==> src/common/fwd_defines.svh <==
`ifndef FWD_DEFINES_SVH
`define FWD_DEFINES_SVH

// Datapath widths
`define XLEN        64
`define REG_IDX_W   5
`define INSTR_W     32
`define OPCODE_W    7

// RV64I major opcodes
`define OPC_BRANCH  7'b1100011  // BEQ, BNE, BLT, BGE, BLTU, BGEU
`define OPC_LOAD    7'b0000011  // LB through LD

`endif

==> src/common/fwd_pkg.sv <==
`include "fwd_defines.svh"

package fwd_pkg;

    // Decode, execute and memory/writeback
    localparam int STAGES = 3;

    // Operand source picked for the instruction in decode
    typedef enum logic [1:0] {
        FWD_RF       = 2'd0,  // Register file value from decode
        FWD_MEM_LOAD = 2'd1,  // Load data returned in memory stage
        FWD_EX_ALU   = 2'd2,  // ALU result of execute stage
        FWD_MEM_ALU  = 2'd3   // ALU result carried into memory stage
    } fwd_src_t;

    // Register identifiers of one instruction in flight
    typedef struct packed {
        logic [`REG_IDX_W-1:0] dest;
        logic [`REG_IDX_W-1:0] src1;
        logic [`REG_IDX_W-1:0] src2;
    } stage_regs_t;

endpackage

==> src/common/stage_info_if.sv <==
`timescale 1ns/1ns

// Register and load state of the tracked stages, index 0 is decode
interface stage_info_if;
    import fwd_pkg::*;

    stage_regs_t [STAGES-1:0] regs;
    logic [STAGES-1:0] is_load;  // Instruction in that stage reads data memory
    logic bubble;                // Zero the execute entry at the next edge

    modport tracker (
        output regs,
        output is_load,
        input  bubble
    );

    modport detector (
        input  regs,
        input  is_load,
        output bubble
    );

endinterface

==> src/logic/stage_tracker.sv <==
`timescale 1ns/1ns
`include "fwd_defines.svh"

module stage_tracker (
    input  logic                  clk,
    input  logic                  rst,
    input  logic [`REG_IDX_W-1:0] dest,
    input  logic [`REG_IDX_W-1:0] src1,
    input  logic [`REG_IDX_W-1:0] src2,
    input  logic                  is_load,
    stage_info_if.tracker         info
);
    import fwd_pkg::*;

    stage_regs_t [STAGES-1:0] regs_q;
    logic [STAGES-1:0] load_q;

    always_ff @(posedge clk) begin
        if (rst) begin
            regs_q <= '0;
            load_q <= '0;
        end else begin
            // Decode entry follows the decoder every cycle
            regs_q[0].dest <= dest;
            regs_q[0].src1 <= src1;
            regs_q[0].src2 <= src2;
            load_q[0]      <= is_load;

            // A bubble enters execute in place of the stalled instruction
            if (info.bubble) begin
                regs_q[1] <= '0;
                load_q[1] <= 1'b0;
            end else begin
                regs_q[1] <= regs_q[0];
                load_q[1] <= load_q[0];
            end

            regs_q[2] <= regs_q[1];  // Execute moves on to memory
            load_q[2] <= load_q[1];
        end
    end

    assign info.regs    = regs_q;
    assign info.is_load = load_q;

    // Bubbles are only requested behind a load in execute
    a_bubble_behind_load: assert property (
        @(posedge clk) disable iff (rst)
        info.bubble |-> (info.is_load[1] && info.regs[1].dest != '0)
    );

    // The zeroed entry never looks like a load, so no second bubble follows
    a_single_bubble: assert property (
        @(posedge clk) disable iff (rst)
        info.bubble |=> !info.bubble
    );

endmodule

==> src/logic/hazard_detect.sv <==
`timescale 1ns/1ns
`include "fwd_defines.svh"

module hazard_detect (
    input  logic             clk,
    input  logic             rst,
    stage_info_if.detector   info,
    output fwd_pkg::fwd_src_t fwd_sel_a,
    output fwd_pkg::fwd_src_t fwd_sel_b,
    output logic             f_to_d_enable,
    output logic             d_to_e_enable
);
    import fwd_pkg::*;

    logic [`REG_IDX_W-1:0] src1;
    logic [`REG_IDX_W-1:0] src2;
    logic ex_hit_a;   // Operand A written by the execute instruction
    logic ex_hit_b;
    logic mem_hit_a;  // Operand A written by the memory instruction
    logic mem_hit_b;
    logic stall;

    // Nearer writer wins, a load in execute cannot forward yet
    function automatic fwd_src_t pick_src(
        input logic             ex_hit,
        input logic             mem_hit,
        input logic [STAGES-1:0] load
    );
        fwd_src_t sel;
        sel = FWD_RF;
        if (ex_hit) begin
            sel = load[1] ? FWD_RF : FWD_EX_ALU;  // Load case is resolved by the stall
        end else if (mem_hit) begin
            sel = load[2] ? FWD_MEM_LOAD : FWD_MEM_ALU;
        end
        return sel;
    endfunction

    assign src1 = info.regs[0].src1;
    assign src2 = info.regs[0].src2;

    // x0 is hardwired to zero and is never forwarded
    assign ex_hit_a  = (src1 != '0) && (info.regs[1].dest == src1);
    assign ex_hit_b  = (src2 != '0) && (info.regs[1].dest == src2);
    assign mem_hit_a = (src1 != '0) && (info.regs[2].dest == src1);
    assign mem_hit_b = (src2 != '0) && (info.regs[2].dest == src2);

    // Load-use pair, load data is one stage too late
    assign stall = info.is_load[1] && (ex_hit_a || ex_hit_b);

    assign info.bubble = stall;

    always_comb begin
        fwd_sel_a = pick_src(ex_hit_a, mem_hit_a, info.is_load);
        fwd_sel_b = pick_src(ex_hit_b, mem_hit_b, info.is_load);
    end

    // Hold fetch and decode for the one cycle after the hazard
    always_ff @(posedge clk) begin
        if (rst) begin
            f_to_d_enable <= 1'b1;
            d_to_e_enable <= 1'b1;
        end else begin
            f_to_d_enable <= !stall;
            d_to_e_enable <= !stall;
        end
    end

    // The bubble in execute keeps the stall from re-arming
    a_single_cycle_stall: assert property (
        @(posedge clk) disable iff (rst)
        (!f_to_d_enable || !d_to_e_enable) |=> (f_to_d_enable && d_to_e_enable)
    );

    // Stalled load sits in memory stage once the bubble is in place
    a_load_moves_to_mem: assert property (
        @(posedge clk) disable iff (rst)
        stall |=> (info.is_load[2] && info.regs[2].dest != '0)
    );

endmodule

==> src/forwarding/operand_a_route.sv <==
`timescale 1ns/1ns
`include "fwd_defines.svh"

module operand_a_route (
    input  fwd_pkg::fwd_src_t      sel,
    input  logic [`OPCODE_W-1:0]   opcode,
    input  logic [`XLEN-1:0]       dec_alu_a,
    input  logic [`XLEN-1:0]       dec_jbl_data1,
    input  logic [`XLEN-1:0]       dec_jbl_addr,
    input  logic [`XLEN-1:0]       alu_result,
    input  logic [`XLEN-1:0]       mem_load_data,
    input  logic [`XLEN-1:0]       mem_alu_data,
    output logic [`XLEN-1:0]       alu_a,
    output logic [`XLEN-1:0]       jbl_data1,
    output logic [`XLEN-1:0]       jbl_addr
);
    import fwd_pkg::*;

    logic [`XLEN-1:0] fwd_val;
    logic is_branch;
    logic forwarded;

    assign is_branch = (opcode == `OPC_BRANCH);
    assign forwarded = (sel != FWD_RF);

    always_comb begin
        case (sel)
            FWD_MEM_LOAD: fwd_val = mem_load_data;
            FWD_EX_ALU:   fwd_val = alu_result;
            FWD_MEM_ALU:  fwd_val = mem_alu_data;
            default:      fwd_val = dec_alu_a;  // Register file operand
        endcase
    end

    always_comb begin
        alu_a     = fwd_val;
        jbl_data1 = dec_jbl_data1;
        jbl_addr  = dec_jbl_addr;
        if (forwarded) begin
            // rs1 is a comparand for branches, a base address for JALR
            if (is_branch) begin
                jbl_data1 = fwd_val;
            end else begin
                jbl_addr = fwd_val;
            end
        end
    end

endmodule

==> src/forwarding/operand_b_route.sv <==
`timescale 1ns/1ns
`include "fwd_defines.svh"

module operand_b_route (
    input  fwd_pkg::fwd_src_t  sel,
    input  logic               is_store,
    input  logic [`XLEN-1:0]   dec_alu_b,
    input  logic [`XLEN-1:0]   dec_jbl_data2,
    input  logic [`XLEN-1:0]   dec_store_data,
    input  logic [`XLEN-1:0]   alu_result,
    input  logic [`XLEN-1:0]   mem_load_data,
    input  logic [`XLEN-1:0]   mem_alu_data,
    output logic [`XLEN-1:0]   alu_b,
    output logic [`XLEN-1:0]   jbl_data2,
    output logic [`XLEN-1:0]   store_data
);
    import fwd_pkg::*;

    always_comb begin
        alu_b      = dec_alu_b;
        jbl_data2  = dec_jbl_data2;
        store_data = dec_store_data;

        case (sel)
            FWD_MEM_LOAD: begin
                // Loaded value replaces every use of rs2
                alu_b      = mem_load_data;
                jbl_data2  = mem_load_data;
                store_data = mem_load_data;
            end
            FWD_EX_ALU: begin
                jbl_data2 = alu_result;
                if (is_store) begin
                    store_data = alu_result;  // ALU B keeps the offset
                end else begin
                    alu_b = alu_result;
                end
            end
            FWD_MEM_ALU: begin
                jbl_data2 = mem_alu_data;
                if (is_store) begin
                    store_data = mem_alu_data;
                end else begin
                    alu_b = mem_alu_data;
                end
            end
            default: begin
                // Decode values already in place
            end
        endcase
    end

endmodule

==> src/logic/pipeline_control.sv <==
`timescale 1ns/1ns
`include "fwd_defines.svh"

module pipeline_control (
    input  logic                  clk,
    input  logic                  rst,
    input  logic [`INSTR_W-1:0]   instruction,      // Instruction in decode
    input  logic [`REG_IDX_W-1:0] destination_reg,
    input  logic [`REG_IDX_W-1:0] source_reg1,
    input  logic [`REG_IDX_W-1:0] source_reg2,
    input  logic                  dm_read_enable,   // Decode instruction is a load
    input  logic                  dm_write_enable,  // Decode instruction is a store
    input  logic [`XLEN-1:0]      dm_read_data,
    input  logic [`XLEN-1:0]      alu_data_out,
    input  logic [`XLEN-1:0]      dm_data_bypass,
    input  logic [`XLEN-1:0]      dec_alu_data_in_a,
    input  logic [`XLEN-1:0]      dec_alu_data_in_b,
    input  logic [`XLEN-1:0]      dec_jbl_data_in1,
    input  logic [`XLEN-1:0]      dec_jbl_data_in2,
    input  logic [`XLEN-1:0]      dec_jbl_address_in,
    input  logic [`XLEN-1:0]      dec_dm_write_data,
    output logic [`XLEN-1:0]      alu_data_in_a,
    output logic [`XLEN-1:0]      alu_data_in_b,
    output logic [`XLEN-1:0]      jbl_data_in1,
    output logic [`XLEN-1:0]      jbl_data_in2,
    output logic [`XLEN-1:0]      jbl_address_in,
    output logic [`XLEN-1:0]      dm_write_data,
    output logic                  f_to_d_enable,
    output logic                  d_to_e_enable
);
    import fwd_pkg::*;

    fwd_src_t fwd_sel_a;
    fwd_src_t fwd_sel_b;

    stage_info_if info_if ();

    stage_tracker stage_tracker_inst (
        .clk     (clk),
        .rst     (rst),
        .dest    (destination_reg),
        .src1    (source_reg1),
        .src2    (source_reg2),
        .is_load (dm_read_enable),
        .info    (info_if.tracker)
    );

    hazard_detect hazard_detect_inst (
        .clk           (clk),
        .rst           (rst),
        .info          (info_if.detector),
        .fwd_sel_a     (fwd_sel_a),
        .fwd_sel_b     (fwd_sel_b),
        .f_to_d_enable (f_to_d_enable),
        .d_to_e_enable (d_to_e_enable)
    );

    operand_a_route operand_a_route_inst (
        .sel           (fwd_sel_a),
        .opcode        (instruction[`OPCODE_W-1:0]),
        .dec_alu_a     (dec_alu_data_in_a),
        .dec_jbl_data1 (dec_jbl_data_in1),
        .dec_jbl_addr  (dec_jbl_address_in),
        .alu_result    (alu_data_out),
        .mem_load_data (dm_read_data),
        .mem_alu_data  (dm_data_bypass),
        .alu_a         (alu_data_in_a),
        .jbl_data1     (jbl_data_in1),
        .jbl_addr      (jbl_address_in)
    );

    operand_b_route operand_b_route_inst (
        .sel            (fwd_sel_b),
        .is_store       (dm_write_enable),
        .dec_alu_b      (dec_alu_data_in_b),
        .dec_jbl_data2  (dec_jbl_data_in2),
        .dec_store_data (dec_dm_write_data),
        .alu_result     (alu_data_out),
        .mem_load_data  (dm_read_data),
        .mem_alu_data   (dm_data_bypass),
        .alu_b          (alu_data_in_b),
        .jbl_data2      (jbl_data_in2),
        .store_data     (dm_write_data)
    );

endmodule

==> config.mk <==
export PLATFORM = sky130hd
export DESIGN_NAME = pipeline_control
export DESIGN_NICKNAME = d
export VERILOG_FILES = /design/src/common/fwd_pkg.sv /design/src/common/stage_info_if.sv /design/src/logic/stage_tracker.sv /design/src/logic/hazard_detect.sv /design/src/forwarding/operand_a_route.sv /design/src/forwarding/operand_b_route.sv /design/src/logic/pipeline_control.sv
export VERILOG_INCLUDE_DIRS = /design/src /design/src/common
export SDC_FILE = /design/constraint.sdc
export NUM_CORES = 1
export LEC_CHECK = 0
export ABC_AREA = 0
export BUFFER_PORTS_ARGS = -buffer_cell sky130_fd_sc_hd__buf_4
export CORE_AREA = 2 2 395 397
export DETAILED_ROUTE_END_ITERATION = 6
export DIE_AREA = 0 0 397 399
export GPL_TIMING_DRIVEN = 1
export PLACE_DENSITY = 0.3
export SYNTH_ARGS = -nofsm -noshare
export SYNTH_HDL_FRONTEND = slang
export SYNTH_HIERARCHICAL = 1
export SYNTH_SLANG_ARGS = --single-unit
==> constraint.sdc <==
create_clock -name clk -period 7.15 [get_ports clk]
set_clock_uncertainty 0.2 [all_clocks]
set_input_delay 0 -clock clk [delete_from_list [all_inputs] [get_ports clk]]
set_output_delay 0 -clock clk [all_outputs]
set_load 0.01 [all_outputs]
; ---- After elaboration in Yosys (flattened, before gate mapping)
; Index checks and enable logic that the tools add are counted.
[op_classes]
muxes = 18
mul = 0
div_mod_pow = 0
shift = 0
add_sub_neg = 0
n_eq_ne = 11
n_lt_le_gt_ge = 0
n_bitwise = 0
reduce_logical = 11
[op_table]
columns = op, count
row1 = 64-bit case mux with 3 select lines, 4
row2 = 64-bit two-way mux, 8
row3 = 5-bit == test, 4
row4 = 2-bit two-way mux, 6
row5 = 5-bit nonzero test, 2
row6 = "2-bit == test, second input constant", 4
row7 = "7-bit == test, second input constant", 1
row8 = 1-bit logical AND, 5
row9 = "2-bit by 1-bit == test with 1-bit output, second input constant", 2
row10 = 2-bit nonzero test, 1
row11 = 2-bit OR reduction, 1
row12 = 1-bit zero test, 1
row13 = 1-bit logical OR, 1
[word_totals]
elab_cells = 48
latchBits = 0
output_inout_bits = 386
ram_bits = 0
mem_bits_ro = 0
input_bits = 627
regBits = 29
n_memories = 0

; ---- Logic depth before layout (Yosys ltp)
; Gate-level depths: netlist of run 1.
[logic_depth]
depth_word = 8
ltp_mapped = 11
depth_no_buf = 8

; ---- Modules after synthesis
; The synthesis of run 1 kept the hierarchy.
[modules_own_cells]
columns = mod, n_inst, cells_per_inst, seq_area_each_um2, area_per_inst_um2
row1 = operand_b_route, 1, 784, 0.0, 5685.5
row2 = operand_a_route, 1, 368, 0.0, 3439.5
row3 = stage_tracker, 1, 103, 960.9, 1431.4
row4 = hazard_detect, 1, 43, 20.0, 371.6

; ---- Worst setup path after synthesis of run 1
; No wires, ideal clock.
[synth_path]
path_kind = register to output
startpoint = register stage_tracker_inst.regs_q (netlist bit stage_tracker_inst/info.regs[28])
endpoint = output port jbl_data_in1[12]
slack_ns = 4.337
path_buffers = 1
stages_incl_launch_ff = 10
t_required_ns = 6.950
arrival_ns = 2.613
cell_sequence = dfxtp_1 xor2_1 nor3_2 nand3_2 or3_1 o31ai_1 nor2_1 nor4_4 buf_2 mux2_1
[synth_via]
elab_chain_cells = 7
word_cells_on_any_way = 10
classes_between = eq/ne: 4 / mux: 4 / reduce/logical: 2
[synth_rtl]
columns = item, line_no
row1 = from (decl), stage_tracker.sv:15  ; stage_regs_t [STAGES-1:0] regs_q;
row2 = 5-bit == test (*), hazard_detect.sv:43  ; assign ex_hit_a = (src1 != '0) && (info.regs[1].dest == src1);
row3 = 1-bit logical AND (*), hazard_detect.sv:43
row4 = 2-bit two-way mux (*), hazard_detect.sv:31  ; if (ex_hit) begin
row5 = named net fwd_sel_a[1], pipeline_control.sv:33  ; fwd_src_t fwd_sel_a;
row6 = 2-bit == test / 2-bit by 1-bit == test with 1-bit output (equally long branches), operand_a_route.sv:27  ; case (sel)
row7 = 64-bit case mux with 3 select lines, operand_a_route.sv:27
row8 = 64-bit two-way mux, operand_a_route.sv:41  ; if (is_branch) begin
row9 = 64-bit two-way mux (*), operand_a_route.sv:39  ; if (forwarded) begin
row10 = to (decl), pipeline_control.sv:24  ; output logic [`XLEN-1:0] jbl_data_in1,
; The timed path passes the listed nets; every way through them passes the cells marked *.

; ---- Worst setup path after layout of run 1
[layout_path]
startpoint = register, netlist name stage_tracker_inst/info.regs[5]
endpoint = output port jbl_address_in[50]
[layout_via]
elab_chain_cells = 8
word_cells_on_any_way = 14
classes_between = eq/ne: 5 / mux: 5 / reduce/logical: 4
[layout_rtl]
columns = item, line_no
row1 = 5-bit == test / 5-bit nonzero test (equally long branches), "hazard_detect.sv:45, hazard_detect.sv:43"
row2 = 1-bit logical AND, hazard_detect.sv:45  ; assign mem_hit_a = (src1 != '0) && (info.regs[2].dest == src1);
row3 = 2-bit two-way mux, hazard_detect.sv:33  ; end else if (mem_hit) begin
row4 = 2-bit two-way mux (*), hazard_detect.sv:31
row5 = named net fwd_sel_a[0], pipeline_control.sv:33
row6 = 2-bit == test / 2-bit by 1-bit == test with 1-bit output (equally long branches), operand_a_route.sv:27
row7 = 64-bit case mux with 3 select lines, operand_a_route.sv:27
row8 = 64-bit two-way mux, operand_a_route.sv:41
row9 = 64-bit two-way mux (*), operand_a_route.sv:39
row10 = to (decl), pipeline_control.sv:26  ; output logic [`XLEN-1:0] jbl_address_in,
; Marks and branches as above.

==> results of run 1 <==
-- worst paths after layout --
check             slack, ns                          endpoint  depth (start not counted)
setup / recovery       2.90                jbl_address_in[50]                          9
hold / removal         0.08                 alu_data_in_a[63]                          3
setup reg to reg       5.17  stage_tracker_inst/info.regs[27]                          5
hold reg to reg        0.28  stage_tracker_inst/info.regs[25]                          1
-- sequential cells by signal, indices dropped and copies added (netlist names) --
signal,flops
stage_tracker_inst/info.regs,25
stage_tracker_inst/info.is_load,3
hazard_detect_inst/d_to_e_enable,1
-- final cells by class --
class                      instances  area [µm²]  area share
clock buffer                       5         125     0.00616
tap                             2044        2560       0.126
inverter                           4        20.0    0.000985
multi-input combinational       1081        8970       0.442
clock inverter                     3        17.5    0.000862
antenna                            5        12.5    0.000616
timing repair buffer            1051        8040       0.395
sequential                        29         581      0.0286
-- routing by layer --
| layer | track usage | part of all wire | up-vias |
|---|---|---|---|
| met1 | 0.177 | 0.44 | 7407 |
| met4 | 0.0113 | 0.0081 | 18 |
| met2 | 0.227 | 0.48 | 630 |
| met5 | 0 | 0.00096 | - |
| li1 | - | - | 6686 |
| met3 | 0.0344 | 0.074 | 50 |
-- power groups by stage --
stage          combinational [mW]  sequential (mW)  clock [mW]
4_1_cts                      2.80            0.177       0.209
3_3_place_gp                 2.78            0.181           0
6_report                     2.72            0.177       0.201
5_1_grt                      2.88            0.178       0.217
2_1_floorplan                1.16            0.178           0
3_5_place_dp                 2.77            0.180           0
-- timing repair --
| action | in CTS | in global routing |
|---|---|---|
| hold buffers | 33 | 0 |
| buffers inserted | 0 | 0 |
| endpoints found under the hold margin | 28 | 0 |
-- worst max-delay path, delay by kind of cell, from the launching register on --
| kind | cells | cell delay, ns |
|---|---|---|
| buffers and inverters | 3 | 1.14 |
| AOI/OAI and AO/OA | 1 | 0.79 |
| and+or+nand+nor | 3 | 0.66 |
| muxes | 1 | 0.49 |
| DFF | 1 | 0.44 |
| xor gates and xnor gates | 1 | 0.12 |
==> reports/qor_table.md, run 1 <==
| Item | This run |
| --- | --- |
| Count of final hold-check violations | 0 |
| Worst flop-to-flop path startpoint | stage_tracker_inst/info.regs[1] |
| Number of design-rule violations left by the first detailed-router iteration | 869 |
| Non-filler cells, final | 4222 |
| Syn nets | 1885 |
| Ratio of final minimum period to clock period | 0.594 |
| Highest clock rate | 235 MHz |
| Die height | 399 µm |
| Number of detailed-route iterations in the first pass | 5 |
| Critical path's largest stage delay | 0.79 ns |
| Area after detailed placement | 0.0198 mm² |
| Post-DR vias/cell | 3.50 |
| Outcome | finished clean |
| Crit path time final | 4.25 ns |
| Number of global-route vias before repair | 14500 |
| Slew HR | 0.212 |
| Setup-failing EPs final | 0 |
| Total standard cell area after synthesis | 0.0103 mm² |
| Switching Share | 0.518 |
| Crit path arrival time | 4.05 ns |
| Tot Pwr | 3.10 mW |
| Pre-CTS setup slack | 3.11 ns |
| Switching power summed over all nets | 1.61 mW |
| Share of post-route cells with drive strength above 1 | 0.614 |
| Most common cell after layout, fill and taps aside | buf_4 |
| Leading cell types in the layout, fill and taps excluded | buf_4, mux2_2, nand2_1, mux2i_1, o221ai_1 |
| Fillers | 17800 |
| Worst setup path category | register to primary output |
| Clock tree from TritonCTS | done |
| Resized Gates After CTS | 0 |
| Cell-by-cell trace of the critical path | xor2_1, nor3_1, nand4_1, nor2_4, buf_4, o32a_2, buf_12, mux2_2, buf_4 |
| Worst Setup End Kind | primary output |
| Ports placed on the boundary | 1013 |
| Type of origin of the critical path | register |
| Post-DR wirelength/cell | 27.2 µm |
| Ratio of total power to cell area | 153 mW/mm² |
| CTS clk-pin slew, worst paths | 0.05 ns |
| Clk network pwr share | 0.065 |
| Remaining global-route overflow | 0 |
| Worst Path Max Fanout | 47 |
| Area inside the core boundary | 0.154 mm² |
| Initial Utilization | 0.0673 |
| Antenna violations before repair | 21 |
| Die boundary width | 397 µm |
| Startpoint of the tightest hold check path | dec_alu_data_in_a[63] |
| Number of clock sinks | 29 |
| Largest net degree at the start of global routing | 109 |
| Placed instance count | 4176 |
| GRT Util Overall | 0.134 |
| Number of rows created at floorplan | 144 |
| H-tree level count | 2 |
| Total Negative Setup Slacks | 0 ns |
| Worst setup startpoint | stage_tracker_inst/info.regs[5] |
| Area growth from synthesis to final layout | 96.5% |
| Combinational share of power | 0.878 |
| Weighted congestion reported at the end of routability-driven placement | 0.826 |
| Final Slew Violations | 0 |
| Internal Dissipation | 1.49 mW |
| Count of warnings emitted by yosys | 6 |
| Wire length reported by the detailed router | 115 mm |
| Share of power burned in registers | 0.057 |
| Post-detailed-route DRC marker count | 0 |
| Highest-delay cell along the critical path | o32a_2 |
| Worst Hold Margin | 0.0753 ns |
| Half-perimeter wire length of the detailed placement result | 96.8 mm |
| Final worst-path setup slack | 2.90 ns |
| Cell mode on critical path | buf_4 |
| Worst skew pair latency | 0.27 ns |
| Final design area excluding fillers | 0.0203 mm² |
| Final design utilization | 0.132 |
| Total via count in the routed design | 14800 |
| Synthesized netlist cell count | 1258 |
| Unrepaired setup endpoints after global routing | false |
| Total leakage power | 8.46 nW |
| Total of max-cap violations | 0 |
| Root Driver | clkbuf_16 |
| Avg Inst Size Synth | 8.22 µm² |
| Pin slew with the least headroom to its limit | 1.18 ns |
| Post-detailed-route count of antenna-violating nets | 0 |
| CTS Buf Count | 5 |
| Port Buffer Count | 987 |
| First-pass GRT wire length | 145 mm |
| Die area | 0.158 mm² |
| Maximum buffer depth of the clock tree | 2 |
| Worst VDD drop | 86.0 µV |
| Final nets | 2799 |
| Worst Hold Class | primary input to primary output |
| Required time at the endpoint of the critical path | 6.95 ns |
(Power assumes the default switching activity.)
==> run 2, diff against run 1 <==
- CORE_AREA: 2 2 395 397 -> 2 2 398 400
- DIE_AREA: 0 0 397 399 -> 0 0 400 402
- clock period: 7.15 -> 4.3 ns (I/O delays scaled with it)
==> run 2 against run 1 <==
  * Count of clock-buffer cells in the layout grew 1
  * Routed wire length grew 0.13%
  * Register-to-register slack lost 2.8 ns
  * Total power grew 70%
  * Utilization is essentially flat
  * First-iteration DRC count shrank 5.4%
  * Setup slack lost 2.3 ns
  * Non-clock buffer count grew 21
  * Critical path type unchanged
  * Largest power group unchanged
==> reports/qor_table.md, run 2 (synthesis results as in run 1) <==
| Item | This run | vs previous |
| --- | --- | --- |
| Outcome | finished clean | unchanged |
| Most crowded layer after global routing | met2 | unchanged |
| Crit path arrival time | 3.46 ns | was 4.05 ns |
| Worst setup path category | register to primary output | unchanged |
| Final nets | 2820 | was 2799 |
| Worst flop-to-flop path startpoint | stage_tracker_inst/info.regs[1] | unchanged |
| Remaining global-route overflow | 0 | unchanged |
| Final worst-path setup slack | 0.641 ns | was 2.90 ns |
| Ratio of total power to cell area | 253 mW/mm² | was 153 mW/mm² |
| Post-detailed-route DRC marker count | 0 | unchanged |
| Total of max-cap violations | 0 | unchanged |
| Met1 Resource Use GR | 0.179 | was 0.177 |
| Worst Hold Class | primary input to primary output | unchanged |
| Port Buffer Count | 987 | unchanged |
| Highest clock rate | 273 MHz |  |
| Worst Path Max Fanout | 32 | was 47 |
| Ports placed on the boundary | 1013 | unchanged |
| Area growth from synthesis to final layout | 101% | was 96.5% |
| FF-to-FF path depth | 5 | unchanged |
| Crit path time final | 3.66 ns |  |
| Total via count in the routed design | 14900 | was 14800 |
| Fillers | 18300 | was 17800 |
| Post-CTS Hold Buffers | 31 | was 33 |
| Share of post-route cells with drive strength above 1 | 0.619 | was 0.614 |
| Total Negative Setup Slacks | 0 ns | unchanged |
| Post-DR vias/cell | 3.48 | was 3.50 |
| H-tree level count | 2 | unchanged |
| Number of global-route vias before repair | 14900 | was 14500 |
| Resized Gates After CTS | 0 | unchanged |
| Die height | 402 µm | was 399 µm |
| First-pass GRT wire length | 148 mm | was 145 mm |
| Maximum buffer depth of the clock tree | 2 | unchanged |
| CTS Buf Count | 5 | unchanged |
| Worst skew pair latency | 0.27 ns | about the same |
| Hold path cells | 3 | unchanged |
| Endpoint of the worst hold-timing path | alu_data_in_a[48] | was alu_data_in_a[63] |
| Die area | 0.161 mm² | was 0.158 mm² |
| Worst VDD drop | 143 µV | was 86.0 µV |
| Startpoint of the tightest hold check path | dec_alu_data_in_a[48] | was dec_alu_data_in_a[63] |
| GRT Util Overall | 0.134 | about the same |
| Pin slew with the least headroom to its limit | 1.11 ns | was 1.18 ns |
| Area inside the core boundary | 0.157 mm² | was 0.154 mm² |
| Die boundary width | 400 µm | was 397 µm |
| Initial Utilization | 0.0658 | was 0.0673 |
| Weighted congestion reported at the end of routability-driven placement | 0.848 | was 0.826 |
| Largest net degree at the start of global routing | 54 | was 109 |
| Antenna violations before repair | 21 | unchanged |
| Number of clock sinks | 29 | unchanged |
| Required time at the endpoint of the critical path | 4.10 ns | was 6.95 ns |
| Final Slew Violations | 0 | unchanged |
| Worst Setup End Kind | primary output | unchanged |
| Post-DR wirelength/cell | 26.9 µm | was 27.2 µm |
| CTS clk-pin slew, worst paths | 0.05 ns | about the same |
| Met3 Resource Use GR | 0.0239 | was 0.0344 |
| FF-to-FF End | stage_tracker_inst/info.regs[27] | unchanged |
| Most common cell after layout, fill and taps aside | buf_4 | unchanged |
| Wire length reported by the detailed router | 115 mm | about the same |
| Post-detailed-route count of antenna-violating nets | 0 | unchanged |
| Count of final hold-check violations | 0 | unchanged |
| Unrepaired setup endpoints after global routing | false | unchanged |
| Setup repair bufs after CTS | 0 | unchanged |
| Number of design-rule violations left by the first detailed-router iteration | 822 | was 869 |
| Root Driver | clkbuf_16 | unchanged |
| Clock tree from TritonCTS | done | unchanged |
| Largest register FFs | 25 | unchanged |
| Setup-failing EPs final | 0 | unchanged |
| Leading cell types in the layout, fill and taps excluded | buf_4, mux2_2, nand2_1, mux2i_1, o221ai_1 | unchanged |
| GR Util met2 | 0.233 | was 0.227 |
| Ratio of final minimum period to clock period | 0.851 |  |
| Half-perimeter wire length of the detailed placement result | 98.6 mm | was 96.8 mm |
| Type of origin of the critical path | register | unchanged |
| Slew HR | 0.254 | was 0.212 |
| Pre-CTS setup slack | 0.928 ns | was 3.11 ns |
| Worst-case register-to-register setup slack | 2.33 ns | was 5.17 ns |
| Number of rows created at floorplan | 146 | was 144 |
| Total leakage power | 8.64 nW | was 8.46 nW |
| Number of detailed-route iterations in the first pass | 5 | unchanged |
| Final design area excluding fillers | 0.0207 mm² | was 0.0203 mm² |
| Area after detailed placement | 0.0203 mm² | was 0.0198 mm² |
## run 2: area by class of cell
type,instances,area (µm²),area share
multi-input cells,1081,8970,0.432
flip-flops and latches,29,581,0.0280
well taps,2072,2590,0.125
diodes,8,20.0,0.000965
clock inverters,2,10.0,0.000482
inverters,4,20.0,0.000965
clock buffers,6,129,0.00621
repair buffers,1072,8430,0.406
## run 2: through the flow
stage | cells | util | hold slack [ns] | power [mW]
4_1_cts | 4266 | 0.132 | 0.0752 | 5.39
3_5_place_dp | 4227 | 0.129 | 0.0283 | 5.01
6_report | 4274 | 0.132 | 0.0740 | 5.26
5_1_grt | 4268 | 0.132 | 0.0849 | 5.55
2_1_floorplan | 1258 | - | -0.0941 | 2.22
3_3_place_gp | 4227 | 0.129 | 0.0295 | 5.03
## run 2: routing by layer
layer | wire length [µm] | vias to the layer above
met2 | 56100 | 673
met5 | 77 | -
met4 | 461 | 12
met1 | 50900 | 7445
met3 | 7390 | 34
li1 | - | 6724
## run 2: how the worst max path moves through the flow
stage | to | slack (ns) | from
6_report | alu_data_in_a[19] | 0.64 | stage_tracker_inst/info.regs[6]
5_1_grt | alu_data_in_a[19] | 0.48 | stage_tracker_inst/info.regs[6]
4_1_cts | alu_data_in_a[19] | 0.62 | stage_tracker_inst/info.regs[6]
3_5_place_dp | alu_data_in_a[19] | 0.93 | stage_tracker_inst/info.regs[6]
3_3_place_gp | alu_data_in_a[19] | 0.93 | stage_tracker_inst/info.regs[6]
2_1_floorplan | jbl_data_in1[12] | 1.49 | stage_tracker_inst/info.regs[28]
## run 2: power by group
group	leakage [nW]	internal [mW]	switching, mW	total (mW)
clock network	0.0707	0.212	0.117	0.328
logic	8.33	2.08	2.56	4.64
registers	0.240	0.282	0.0126	0.294
total	8.64	2.57	2.69	5.26
## run 2: worst max-delay path, stage by stage (launching register included)
cell     delay [ns]
dfxtp_1        0.34
or4_4          0.56
nor2_4         0.18
or3_1          0.18
o31ai_4        0.07
buf_4          0.19
nor2_4         0.14
buf_4          0.45
buf_4          0.52
a21o_1         0.29
buf_4          0.15
